===== config.mk =====
export PLATFORM = sky130hd
export DESIGN_NAME = core_top
export DESIGN_NICKNAME = d
export VERILOG_FILES = /design/src/rtl/core_pkg.sv /design/src/rtl/core_registers.sv /design/src/rtl/core_ifetch.sv /design/src/rtl/core_lsu.sv /design/src/rtl/core_rd_arbiter.sv /design/src/rtl/core_control.sv /design/src/rtl/core_top.sv
export SDC_FILE = /design/constraint.sdc
export NUM_CORES = 2
export LEC_CHECK = 0
export BUFFER_PORTS_ARGS = -buffer_cell sky130_fd_sc_hd__buf_4
export CELL_PAD_IN_SITES_DETAIL_PLACEMENT = 1
export CELL_PAD_IN_SITES_GLOBAL_PLACEMENT = 2
export CORE_UTILIZATION = 30
export DETAILED_ROUTE_END_ITERATION = 10
export PLACE_DENSITY_LB_ADDON = 0.1
export SYNTH_ARGS = -nofsm -noshare
export SYNTH_HDL_FRONTEND = slang
export SYNTH_HIERARCHICAL = 1
export SYNTH_SLANG_ARGS = --single-unit

===== constraint.sdc =====
create_clock -name clk -period 11 [get_ports clk]
set_input_delay 1.65 -clock clk [delete_from_list [all_inputs] [get_ports clk]]
set_output_delay 1.65 -clock clk [all_outputs]
set_load 0.01 [all_outputs]

===== src/rtl/core_pkg.sv =====
package core_pkg;

  typedef logic [31:0] word_t;
  typedef logic [4:0]  reg_addr_t;
  typedef logic [31:0] instr_t;
  typedef logic [6:0]  opcode_t;

  // RV32I major opcodes of the supported subset
  localparam opcode_t op_reg    = 7'b0110011;
  localparam opcode_t op_imm    = 7'b0010011;
  localparam opcode_t op_load   = 7'b0000011;
  localparam opcode_t op_store  = 7'b0100011;
  localparam opcode_t op_branch = 7'b1100011;
  localparam opcode_t op_jal    = 7'b1101111;

  typedef enum logic [2:0] {st_fetch, st_decode, st_exec, st_mem, st_wb} ctrl_state_e;

  typedef enum logic [2:0] {alu_add, alu_sub, alu_and, alu_or, alu_xor} alu_op_e;

  // AXI-lite channel payloads
  typedef struct packed {
    word_t addr;
  } rd_req_t;

  typedef struct packed {
    word_t      data;
    logic [1:0] resp;
  } rd_rsp_t;

  // Shared by AW and W
  typedef struct packed {
    word_t      addr;
    word_t      data;
    logic [3:0] strb;
  } wr_req_t;

  typedef struct packed {
    logic [1:0] resp;
  } wr_rsp_t;

endpackage


===== src/rtl/core_registers.sv =====
`timescale 1ns/1ps

module core_registers import core_pkg::*; (
  input  logic      clk,
  input  logic      rst_n,
  input  reg_addr_t raddr1,
  input  reg_addr_t raddr2,
  output word_t     rdata1,
  output word_t     rdata2,
  input  logic      we,
  input  reg_addr_t waddr,
  input  word_t     wdata
);

  word_t regs [32];

  always_ff @(posedge clk) begin
    if (!rst_n) begin
      for (int i = 0; i < 32; i++) begin
        regs[i] <= '0;
      end
    end else if (we && waddr != '0) begin
      regs[waddr] <= wdata;
    end
  end

  // x0 always reads as zero
  assign rdata1 = (raddr1 == '0) ? '0 : regs[raddr1];
  assign rdata2 = (raddr2 == '0) ? '0 : regs[raddr2];

endmodule


===== src/rtl/core_ifetch.sv =====
`timescale 1ns/1ps

module core_ifetch import core_pkg::*; #(
  parameter word_t reset_pc = 32'h0000_0000
) (
  input  logic    clk,
  input  logic    rst_n,
  input  logic    fetch_start,
  output logic    fetch_done,
  output instr_t  instr,
  output word_t   pc,
  input  logic    pc_write,
  input  word_t   pc_next,
  output rd_req_t req,
  output logic    req_valid,
  input  logic    req_ready,
  input  rd_rsp_t rsp,
  input  logic    rsp_valid,
  output logic    rsp_ready
);

  assign req = '{addr: pc};

  always_ff @(posedge clk) begin
    if (!rst_n) begin
      pc         <= reset_pc;
      req_valid  <= 1'b0;
      rsp_ready  <= 1'b0;
      fetch_done <= 1'b0;
    end else begin
      fetch_done <= 1'b0;
      if (pc_write) begin
        pc <= pc_next;
      end
      // AR transfer followed by the matching R beat
      if (fetch_start) begin
        req_valid <= 1'b1;
      end else if (req_valid && req_ready) begin
        req_valid <= 1'b0;
        rsp_ready <= 1'b1;
      end
      if (rsp_ready && rsp_valid) begin
        rsp_ready  <= 1'b0;
        fetch_done <= 1'b1;
      end
    end
  end

  // Latched instruction word
  always_ff @(posedge clk) begin
    if (rsp_ready && rsp_valid) begin
      instr <= rsp.data;
    end
  end

  // PC must not move while the fetch address waits on the bus
  a_req_hold: assert property (@(posedge clk) disable iff (!rst_n)
    req_valid && !req_ready |=> req_valid && $stable(req.addr));

endmodule


===== src/rtl/core_lsu.sv =====
`timescale 1ns/1ps

module core_lsu import core_pkg::*; (
  input  logic    clk,
  input  logic    rst_n,
  input  logic    mem_start,
  input  logic    mem_write,
  input  word_t   addr,
  input  word_t   wdata,
  output logic    mem_done,
  output word_t   rdata,
  output rd_req_t req,
  output logic    req_valid,
  input  logic    req_ready,
  input  rd_rsp_t rsp,
  input  logic    rsp_valid,
  output logic    rsp_ready,
  output wr_req_t aw,
  output logic    awvalid,
  input  logic    awready,
  output wr_req_t w,
  output logic    wvalid,
  input  logic    wready,
  input  wr_rsp_t b,
  input  logic    bvalid,
  output logic    bready
);

  word_t addr_q;
  word_t wdata_q;

  // Word accesses only, so all byte lanes enabled
  assign req = '{addr: addr_q};
  assign aw  = '{addr: addr_q, data: wdata_q, strb: 4'hF};
  assign w   = aw;

  always_ff @(posedge clk) begin
    if (!rst_n) begin
      req_valid <= 1'b0;
      rsp_ready <= 1'b0;
      awvalid   <= 1'b0;
      wvalid    <= 1'b0;
      bready    <= 1'b0;
      mem_done  <= 1'b0;
    end else begin
      mem_done <= 1'b0;
      if (mem_start) begin
        req_valid <= !mem_write;
        awvalid   <= mem_write;
        wvalid    <= mem_write;
        bready    <= mem_write;
      end
      // Load path
      if (req_valid && req_ready) begin
        req_valid <= 1'b0;
        rsp_ready <= 1'b1;
      end
      if (rsp_ready && rsp_valid) begin
        rsp_ready <= 1'b0;
        mem_done  <= 1'b1;
      end
      // AW and W retire on their own handshakes
      if (awvalid && awready) begin
        awvalid <= 1'b0;
      end
      if (wvalid && wready) begin
        wvalid <= 1'b0;
      end
      // B follows both transfers and its resp is not used
      if (bready && bvalid) begin
        bready   <= 1'b0;
        mem_done <= 1'b1;
      end
    end
  end

  always_ff @(posedge clk) begin
    if (mem_start) begin
      addr_q  <= addr;
      wdata_q <= wdata;
    end
    if (rsp_ready && rsp_valid) begin
      rdata <= rsp.data;
    end
  end

  a_no_write_in_read: assert property (@(posedge clk) disable iff (!rst_n)
    (req_valid || rsp_ready) |-> !(awvalid || wvalid));

endmodule


===== src/rtl/core_rd_arbiter.sv =====
`timescale 1ns/1ps

module core_rd_arbiter import core_pkg::*; (
  input  logic    clk,
  input  logic    rst_n,
  input  rd_req_t f_req,
  input  rd_req_t l_req,
  input  logic    f_valid,
  input  logic    l_valid,
  output logic    f_ready,
  output logic    l_ready,
  output logic    f_rvalid,
  output logic    l_rvalid,
  input  logic    f_rready,
  input  logic    l_rready,
  output rd_req_t ar,
  output logic    arvalid,
  input  logic    arready,
  input  logic    rvalid,
  output logic    rready
);

  logic f_gnt;
  logic l_gnt;
  logic busy;
  logic pend;
  logic pend_l;
  logic sel_l;

  assign busy = f_gnt || l_gnt;

  // Keep the choice fixed while an AR is stalled so its payload stays put
  assign sel_l = pend ? pend_l : l_valid;

  assign arvalid = !busy && (sel_l ? l_valid : f_valid);
  assign ar      = sel_l ? l_req : f_req;
  assign l_ready = !busy && sel_l && arready;
  assign f_ready = !busy && !sel_l && arready;

  // R routed by the locked grant
  assign f_rvalid = f_gnt && rvalid;
  assign l_rvalid = l_gnt && rvalid;
  assign rready   = (f_gnt && f_rready) || (l_gnt && l_rready);

  always_ff @(posedge clk) begin
    if (!rst_n) begin
      f_gnt  <= 1'b0;
      l_gnt  <= 1'b0;
      pend   <= 1'b0;
      pend_l <= 1'b0;
    end else begin
      pend   <= arvalid && !arready;
      pend_l <= sel_l;
      if (arvalid && arready) begin
        l_gnt <= sel_l;
        f_gnt <= !sel_l;
      end else if (rvalid && rready) begin
        l_gnt <= 1'b0;
        f_gnt <= 1'b0;
      end
    end
  end

  // One grant at a time and held only by a master waiting for its R beat
  a_one_grant: assert property (@(posedge clk) disable iff (!rst_n)
    $onehot0({f_gnt, l_gnt}) && (!f_gnt || f_rready) && (!l_gnt || l_rready));

endmodule


===== src/rtl/core_control.sv =====
`timescale 1ns/1ps

module core_control import core_pkg::*; (
  input  logic      clk,
  input  logic      rst_n,
  output logic      fetch_start,
  input  logic      fetch_done,
  input  instr_t    instr,
  input  word_t     pc,
  output logic      pc_write,
  output word_t     pc_next,
  output reg_addr_t raddr1,
  output reg_addr_t raddr2,
  input  word_t     rdata1,
  input  word_t     rdata2,
  output logic      we,
  output reg_addr_t waddr,
  output word_t     wdata,
  output logic      mem_start,
  output logic      mem_write,
  output word_t     mem_addr,
  output word_t     mem_wdata,
  input  logic      mem_done,
  input  word_t     mem_rdata
);

  ctrl_state_e state;
  logic        boot;
  opcode_t     op;
  alu_op_e     alu_op;
  word_t       imm;
  opcode_t     op_q;
  reg_addr_t   rd_q;
  logic [2:0]  f3_q;
  alu_op_e     alu_op_q;
  word_t       a_q;
  word_t       b_q;
  word_t       imm_q;
  word_t       alu_b;
  word_t       alu_y;
  word_t       result_q;
  word_t       target_q;
  logic        taken;
  logic        writes_rd;

  assign op     = instr[6:0];
  assign raddr1 = instr[19:15];
  assign raddr2 = instr[24:20];

  // Immediate by instruction format
  always_comb begin
    case (op)
      op_store:  imm = {{20{instr[31]}}, instr[31:25], instr[11:7]};
      op_branch: imm = {{20{instr[31]}}, instr[7], instr[30:25], instr[11:8], 1'b0};
      op_jal:    imm = {{12{instr[31]}}, instr[19:12], instr[20], instr[30:21], 1'b0};
      default:   imm = {{20{instr[31]}}, instr[31:20]};
    endcase
  end

  always_comb begin
    alu_op = alu_add;
    if (op == op_reg || op == op_imm) begin
      case (instr[14:12])
        3'b000:  alu_op = (op == op_reg && instr[30]) ? alu_sub : alu_add;
        3'b100:  alu_op = alu_xor;
        3'b110:  alu_op = alu_or;
        3'b111:  alu_op = alu_and;
        default: alu_op = alu_add;
      endcase
    end
  end

  // ALU second operand is the immediate except for R-type
  assign alu_b = (op_q == op_reg) ? b_q : imm_q;

  always_comb begin
    case (alu_op_q)
      alu_sub: alu_y = a_q - alu_b;
      alu_and: alu_y = a_q & alu_b;
      alu_or:  alu_y = a_q | alu_b;
      alu_xor: alu_y = a_q ^ alu_b;
      default: alu_y = a_q + alu_b;
    endcase
  end

  // BEQ and BNE only
  assign taken = (op_q == op_branch) &&
                 ((f3_q == 3'b000 && a_q == b_q) || (f3_q == 3'b001 && a_q != b_q));

  assign writes_rd = op_q inside {op_reg, op_imm, op_load, op_jal};

  assign we        = (state == st_wb) && writes_rd;
  assign waddr     = rd_q;
  assign wdata     = result_q;
  assign pc_write  = (state == st_wb);
  assign pc_next   = target_q;
  assign mem_write = (op_q == op_store);
  assign mem_addr  = result_q;
  assign mem_wdata = b_q;

  always_ff @(posedge clk) begin
    if (!rst_n) begin
      state       <= st_fetch;
      boot        <= 1'b1;
      fetch_start <= 1'b0;
      mem_start   <= 1'b0;
    end else begin
      fetch_start <= 1'b0;
      mem_start   <= 1'b0;
      case (state)
        st_fetch: begin
          // Only the first fetch after reset starts here
          boot        <= 1'b0;
          fetch_start <= boot;
          if (fetch_done) begin
            state <= st_decode;
          end
        end
        st_decode: state <= st_exec;
        st_exec: begin
          if (op_q == op_load || op_q == op_store) begin
            mem_start <= 1'b1;
            state     <= st_mem;
          end else begin
            state <= st_wb;
          end
        end
        st_mem: begin
          if (mem_done) begin
            state <= st_wb;
          end
        end
        st_wb: begin
          fetch_start <= 1'b1;
          state       <= st_fetch;
        end
        default: state <= st_fetch;
      endcase
    end
  end

  // Operand and result registers
  always_ff @(posedge clk) begin
    case (state)
      st_decode: begin
        op_q     <= op;
        rd_q     <= instr[11:7];
        f3_q     <= instr[14:12];
        alu_op_q <= alu_op;
        a_q      <= rdata1;
        b_q      <= rdata2;
        imm_q    <= imm;
      end
      st_exec: begin
        result_q <= (op_q == op_jal) ? pc + 32'd4 : alu_y;
        target_q <= (taken || op_q == op_jal) ? pc + imm_q : pc + 32'd4;
      end
      st_mem: begin
        if (mem_done) begin
          result_q <= mem_rdata;
        end
      end
      default: begin
      end
    endcase
  end

endmodule


===== src/rtl/core_top.sv =====
`timescale 1ns/1ps

module core_top import core_pkg::*; #(
  parameter word_t reset_pc = 32'h0000_0000
) (
  input  logic    clk,
  input  logic    rst_n,
  output rd_req_t ar,
  output logic    arvalid,
  input  logic    arready,
  input  rd_rsp_t r,
  input  logic    rvalid,
  output logic    rready,
  output wr_req_t aw,
  output logic    awvalid,
  input  logic    awready,
  output wr_req_t w,
  output logic    wvalid,
  input  logic    wready,
  input  wr_rsp_t b,
  input  logic    bvalid,
  output logic    bready
);

  logic      fetch_start;
  logic      fetch_done;
  instr_t    instr;
  word_t     pc;
  logic      pc_write;
  word_t     pc_next;
  reg_addr_t raddr1;
  reg_addr_t raddr2;
  word_t     rdata1;
  word_t     rdata2;
  logic      we;
  reg_addr_t waddr;
  word_t     wdata;
  logic      mem_start;
  logic      mem_write;
  word_t     mem_addr;
  word_t     mem_wdata;
  logic      mem_done;
  word_t     mem_rdata;

  // Read masters toward the arbiter
  rd_req_t   f_req;
  rd_req_t   l_req;
  logic      f_valid;
  logic      l_valid;
  logic      f_ready;
  logic      l_ready;
  logic      f_rvalid;
  logic      l_rvalid;
  logic      f_rready;
  logic      l_rready;

  core_control u_control (
    .clk         (clk),
    .rst_n       (rst_n),
    .fetch_start (fetch_start),
    .fetch_done  (fetch_done),
    .instr       (instr),
    .pc          (pc),
    .pc_write    (pc_write),
    .pc_next     (pc_next),
    .raddr1      (raddr1),
    .raddr2      (raddr2),
    .rdata1      (rdata1),
    .rdata2      (rdata2),
    .we          (we),
    .waddr       (waddr),
    .wdata       (wdata),
    .mem_start   (mem_start),
    .mem_write   (mem_write),
    .mem_addr    (mem_addr),
    .mem_wdata   (mem_wdata),
    .mem_done    (mem_done),
    .mem_rdata   (mem_rdata)
  );

  core_registers u_registers (
    .clk    (clk),
    .rst_n  (rst_n),
    .raddr1 (raddr1),
    .raddr2 (raddr2),
    .rdata1 (rdata1),
    .rdata2 (rdata2),
    .we     (we),
    .waddr  (waddr),
    .wdata  (wdata)
  );

  core_ifetch #(
    .reset_pc (reset_pc)
  ) u_ifetch (
    .clk         (clk),
    .rst_n       (rst_n),
    .fetch_start (fetch_start),
    .fetch_done  (fetch_done),
    .instr       (instr),
    .pc          (pc),
    .pc_write    (pc_write),
    .pc_next     (pc_next),
    .req         (f_req),
    .req_valid   (f_valid),
    .req_ready   (f_ready),
    .rsp         (r),
    .rsp_valid   (f_rvalid),
    .rsp_ready   (f_rready)
  );

  core_lsu u_lsu (
    .clk       (clk),
    .rst_n     (rst_n),
    .mem_start (mem_start),
    .mem_write (mem_write),
    .addr      (mem_addr),
    .wdata     (mem_wdata),
    .mem_done  (mem_done),
    .rdata     (mem_rdata),
    .req       (l_req),
    .req_valid (l_valid),
    .req_ready (l_ready),
    .rsp       (r),
    .rsp_valid (l_rvalid),
    .rsp_ready (l_rready),
    .aw        (aw),
    .awvalid   (awvalid),
    .awready   (awready),
    .w         (w),
    .wvalid    (wvalid),
    .wready    (wready),
    .b         (b),
    .bvalid    (bvalid),
    .bready    (bready)
  );

  core_rd_arbiter u_rd_arbiter (
    .clk      (clk),
    .rst_n    (rst_n),
    .f_req    (f_req),
    .l_req    (l_req),
    .f_valid  (f_valid),
    .l_valid  (l_valid),
    .f_ready  (f_ready),
    .l_ready  (l_ready),
    .f_rvalid (f_rvalid),
    .l_rvalid (l_rvalid),
    .f_rready (f_rready),
    .l_rready (l_rready),
    .ar       (ar),
    .arvalid  (arvalid),
    .arready  (arready),
    .rvalid   (rvalid),
    .rready   (rready)
  );

endmodule


After elaboration in Yosys (flattened, before gate mapping)
Memories as Yosys holds them, arrays and structs flattened. A register that Yosys moved wholly into a read port is not among the register bits.
Cells that the tools add are included.
{ "word_totals": {"latchBits": 0, "word_cells": 155, "memories": 1, "inputBits": 43, "reg_bits": 282, "output_inout_bits": 173, "ram_bits": 1024, "rom_bits": 0} }
{ "mem_list": {"columns": ["name", "words", "word_bits", "rd", "rd_ports_with_merged_regs", "write_ports", "line_no", "text"], "rows": [
  ["u_registers.regs", 32, 32, 2, 2, 32, "core_registers.sv:15", "word_t regs [32];"]
]} }
{ "classes": {"add_sub_neg": 4, "n_div": 0, "n_reduce_logical": 56, "n_eq_ne": 27, "n_shift": 0, "mul": 0, "magnitude_cmp": 0, "n_mux": 33, "n_bitwise": 5} }
{ "op_table": {"columns": ["operator", "count"], "rows": [
  ["$mux 32", 6],
  ["$pmux 32 s4", 1],
  ["$add 32x32->32", 2],
  ["$pmux 32 s2", 1],
  ["$pmux 20 s3", 1],
  ["$add 32x3->32 const B", 1],
  ["$and 32x32->32", 1],
  ["$eq 32x32->1", 1],
  ["$ne 32x32->1", 1],
  ["$or 32x32->32", 1],
  ["$reduce_or 32->1", 1],
  ["$sub 32x32->32", 1],
  ["$xor 32x32->32", 1],
  ["$eq 7x6->1 const B", 4],
  ["$eq 7x7->1 const B", 4],
  ["$logic_and 1x1->1", 25],
  ["$pmux 3 s4", 2],
  ["$mux 1", 17],
  ["$eq 3x3->1 const B", 5],
  ["$eq 7x5->1 const B", 2],
  ["$eq 3x2->1 const B", 4],
  ["$reduce_or 2->1", 6],
  ["$logic_not 5->1", 2],
  ["$eq 3x1->1 const B", 3],
  ["13 further kinds", 32]
]} }

Longest topological paths before layout
{ "depth": {"word_depth": 9, "mapped_depth": 21, "mapped_depth_nobuf": 19} }

Modules after synthesis
Netlist, hierarchy kept.
{ "modules_own_cells": {"columns": ["module", "cells_each", "seq_area_each_um2", "area_per_inst_um2", "n_inst"], "rows": [
  ["core_registers", 3509, 30749.5, 54204.5, 1],
  ["core_control", 1480, 5134.9, 13755.7, 1],
  ["core_lsu", 223, 3002.9, 3928.8, 1],
  ["core_ifetch", 177, 1661.6, 2555.0, 1],
  ["core_rd_arbiter", 58, 80.1, 693.2, 1]
]} }

Least setup slack after synthesis
OpenSTA, ideal clock, no wires.
{ "synth_timing": {"path_kind": "flip-flop to flip-flop", "startpoint": "register u_control.state[0]", "endpoint": "register u_control.a_q[0], read port of u_registers.regs, enable pin", "n_path_buf": 1, "setup_slack_ps": 2599, "t_required_ps": 10306, "period_less_slack_ps": 8401, "setup_ps": 694, "arrival_time_ps": 7707, "path_stages_with_launch": 4, "cell_sequence": "dfxtp_1 -> clkbuf_1 -> inv_1 -> nor3_1"} }
{ "synth_between": {"elab_chain_cells": 1} }
{ "synth_rtl": {"columns": ["element", "line_no", "text"], "rows": [
  ["from (decl)", "core_control.sv:27", "ctrl_state_e state;"],
  ["from (signal assigned)", "core_control.sv:103", "state <= st_fetch;"],
  ["from (signal assigned)", "core_control.sv:116", "state <= st_decode;"],
  ["from (signal assigned)", "core_control.sv:119", "st_decode: state <= st_exec;"],
  ["$eq 3x1->1", "core_control.sv:144", "case (state)"],
  ["to (decl)", "core_control.sv:36", "word_t a_q;"]
]} }
Every way passes these cells.
A chain may end at the register's enable or synchronous reset.

Worst setup path after layout
{ "layout_timing": {"startpoint": "register u_control.op_q[3]", "endpoint": "register u_control.result_q[29] (netlist: u_control/mem_addr[29]) (data pin)"} }
{ "layout_between": {"elab_chain_cells": 6, "word_cells_on_any_way": 11, "cone_classes": "2 x add/sub; 2 x eq/ne; 4 x mux; 3 x bitwise"} }
{ "layout_rtl": {"columns": ["element", "line_no", "text"], "rows": [
  ["from (decl)", "core_control.sv:32", "opcode_t op_q;"],
  ["from (signal assigned)", "core_control.sv:146", "op_q <= op;"],
  ["$eq 7x6->1", "core_control.sv:74", "assign alu_b = (op_q == op_reg) ? b_q : imm_q;"],
  ["$mux 32", "core_control.sv:74", null],
  ["$add 32x32->32, or another cell as far along", "core_control.sv:82", "default: alu_y = a_q + alu_b;"],
  ["$pmux 32 s4", "core_control.sv:77", "case (alu_op_q)"],
  ["$mux 32 (*)", "core_control.sv:155", "result_q <= (op_q == op_jal) ? pc + 32'd4 : alu_y;"],
  ["$pmux 32 s2 (*)", "core_control.sv:144", null],
  ["to (signal assigned)", "core_control.sv:155", null],
  ["to (signal assigned)", "core_control.sv:160", "result_q <= mem_rdata;"],
  ["to (decl)", "core_control.sv:41", "word_t result_q;"]
]} }
Every way passes the cells marked *; elsewhere a longest branch is shown, timed or not.

==> results.yml <==
run_status:
  outcome: "finished, final reports clean"
clock_network:
  numCtsBuffers: 170
  cts_hold_buf: 0
  clk_path_buf_depth: 3
  clkTransAtPathRegs_ps: 60
  clk_latency_ps: 840
  cts-root-buf: "clkbuf_16"
  clkSinkCount: 1370
  cts_resized: 0
  cts_tree: "done"
  postCtsSetupRepairBufs: 0
  htreeDepth: 4
detailed_routing:
  drt_wl_total_um: 305000
  drt_iter0_markers: 3859
  vias: 48154
  first_pass_iters: 6
  drcViolationCount: 0
  viasPerCell: 5.40
  post_drt_wl_per_cell_um: 34.3
  postRouteAntennaNets: 0
global_route:
  track_usage_pct: 24.0
  grt_pass1_vias: 49770
  antenna_found_initial: 41
  grt_max_degree: 98
  grt_pass1_wl_um: 419000
  grt_overflow: 0
yosys:
  postSynth.asyncResetShare_pct: 0
  yosys_most_used_dff: "edfxtp_1"
  seq_area_frac_synth_pct: 54.1
  synth.distinct_cells: 86
  synth_edf_count: 1319
  synth_cells: 5447
  avgSynthCellArea_um2: 13.8
  ys_warn_count: 6
  synthesis.area_um2: 75100
  ys_ff_latch: 1370
placed_design:
  io_buffers: 203
  placed_area_um2: 79700
  place_congestion: 0.832
  hpwl_um: 202000
floorplanning:
  pin_count: 216
  coreArea_um2: 249000
  std_cell_rows: 183
  initial_utilization_pct: 30.2
  die_area_um2: 252000
  die_x_um: 502
  die_h_um: 502
cells_and_area:
  final_common_cell: "edfxtp_1"
  syn_to_final_growth_pct: 13.2
  nNetsFinal: 5596
  layout-drive-gt1-share_pct: 23.0
  mostFrequentLayoutCells: "edfxtp_1, and2_1, mux4_2"
  final_cell_area_um2: 85100
sta:
  finalSetupViolations: 0
  rsz0062_at_grt: "no"
  slew_violations: 0
  min_period_over_period_pct: 57.1
  slew_headroom_pct: 15.3
  hold_violations: 0
  fmax_mhz: 159
  setup_tns_ps: 0
  layout_min_cycle_time_ps: 6280
  skew_ps: 32.0
  tightest_slew_ps: 1260
critical_path:
  worstPathArrival_ps: 6900
  end_kind: "flop"
  critPathLaunchType: "flop"
  rr_worst_depth: 17
  timing.rr.start: "u_control/op_q[3]"
  r2r_slack_ps: 4720
  critPathRequiredTime_ps: 11620
  cp_max_fo: 17
  critical_path_class: "flop to flop"
  r2r_end: "u_control/mem_addr[29]"
pwr:
  ir_worst_vdd_mv: 0.170
  switching_share_pct: 22.4
  comb_power_share_pct: 3.1
  p_sw_mw: 2.64
  pwr-share-seq_pct: 50.2
  p_clk_share_pct: 46.7
  leakage_nw: 30.5
  intPower_mw: 9.13
  powerDensity_nw_per_um2: 138
hold_path:
  hp-start: "u_ifetch/instr[28]"
  hold_depth: 0
  hp-class: "flop to flop"
  holdPathEnd: "u_control/imm_q[8]"
run:
  cap_violations: 0
## Yosys cell counts (all sizes together) (96+ instances only)
master	number	share of area, %
edfxtp	1319	53
and2	1009	8.4
mux4	470	14
clkbuf	323	1.6
buf	310	3.0
mux2i	220	3.0
nor2	172	0.86
a21oi	160	1.1
ha	127	2.1
o21ai	117	0.78
nand2	116	0.58
inv	98	0.49
o22ai	96	0.80
## cell type report
type	count	area (um^2)
Fill cell	25780	164000
Tap cell	3330	4170
Multi-Input combinational cell	3384	31500
Sequential cell	1370	40600
Clock buffer	221	4620
Timing Repair Buffer	400	3050
Clock inverter	89	694
Antenna cell	20	50.0
Inverter	98	368
## per-stage QoR
| stage | instances | total power [mW] | utilization (%) | worst slack, ps | hold slack [ps] |
|---|---|---|---|---|---|
| floorplan | 5485 | 6.19 | - | 2600 | 400 |
| global placement | 8582 | 6.38 | 32.0 | 4820 | 404 |
| detailed placement | 8582 | 6.39 | 32.0 | 4760 | 406 |
| CTS | 8892 | 11.9 | 34.2 | 4710 | 420 |
| global route | 8893 | 12.1 | 34.2 | 4410 | 425 |
| finish | 8912 | 11.8 | 34.2 | 4720 | 421 |
## state kept, by name (all words and copies together), names as in the netlist, 5 cells and up
| name | cells |
|---|---|
| u_control/waddr | 5 |
| u_registers/regs | 1024 |
| u_lsu/rdata | 32 |
| u_control/imm_q | 21 |
| u_lsu/req | 32 |
| u_control/pc_next | 32 |
| u_control/mem_wdata | 32 |
| u_control/a_q | 32 |
| u_ifetch/pc | 32 |
| u_control/mem_addr | 32 |
| u_lsu/wdata_q | 32 |
| u_ifetch/instr | 32 |
| u_control/op_q | 7 |
## per-layer routing
| metal | GRT usage [%] | wire length [um] | part of all wire, % |
|---|---|---|---|
| met2 | 41.7 | 152000 | 50 |
| met4 | 7.07 | 8520 | 2.8 |
| met5 | 0 | 0 | 0 |
| met1 | 31.3 | 131000 | 43 |
| met3 | 2.65 | 13600 | 4.5 |
## kinds of logic after synthesis
logic type	count (synthesis)	share of synthesized area, %
flip-flops	1370	54.1
adder cells (fa/ha/maj)	129	2.17
AND/OR/NAND/NOR	1585	12.2
AO/OA/AOI/OAI	722	6.51
XOR/XNOR	146	1.70
other	2	0.0100
buffers and inverters	731	5.13
multiplexers	762	18.2
## worst max path at each step
stage	startpoint	end	slack (ps)	cells past startpoint
after CTS	u_control/op_q[3]	u_control/mem_addr[29]	4710	17
after global placement	u_control/op_q[3]	u_control/mem_addr[29]	4820	17
final	u_control/op_q[3]	u_control/mem_addr[29]	4720	17
after detailed placement	u_control/op_q[3]	u_control/mem_addr[29]	4760	17
after global routing	u_control/op_q[3]	u_control/mem_addr[29]	4410	17
after floorplan	u_control/state[0]	u_control/a_q[0]	2600	3
## power groups by stage
stage	Sequential (mW)	Clock [mW]	Combinational, mW
after global routing	5.92	5.81	0.384
final	5.91	5.50	0.369
after global placement	6.01	0	0.374
after CTS	5.91	5.64	0.376
after detailed placement	6.02	0	0.375
after floorplan	5.99	0	0.199
## critical path: stages (launching register included)
cell	delay, ps
edfxtp_1	430
nand4bb_2	340
nor3_4	840
mux2i_1	390
inv_1	140
or4_4	660
o21bai_1	250
o21ai_0	220
xnor2_1	110
ha_1	440
nand2_1	180
a2111oi_0	390
o21ai_0	270
a31oi_1	660
a221o_1	260
a21oi_1	80
xor2_1	170
o41ai_1	230
(Power assumes the default switching activity.)
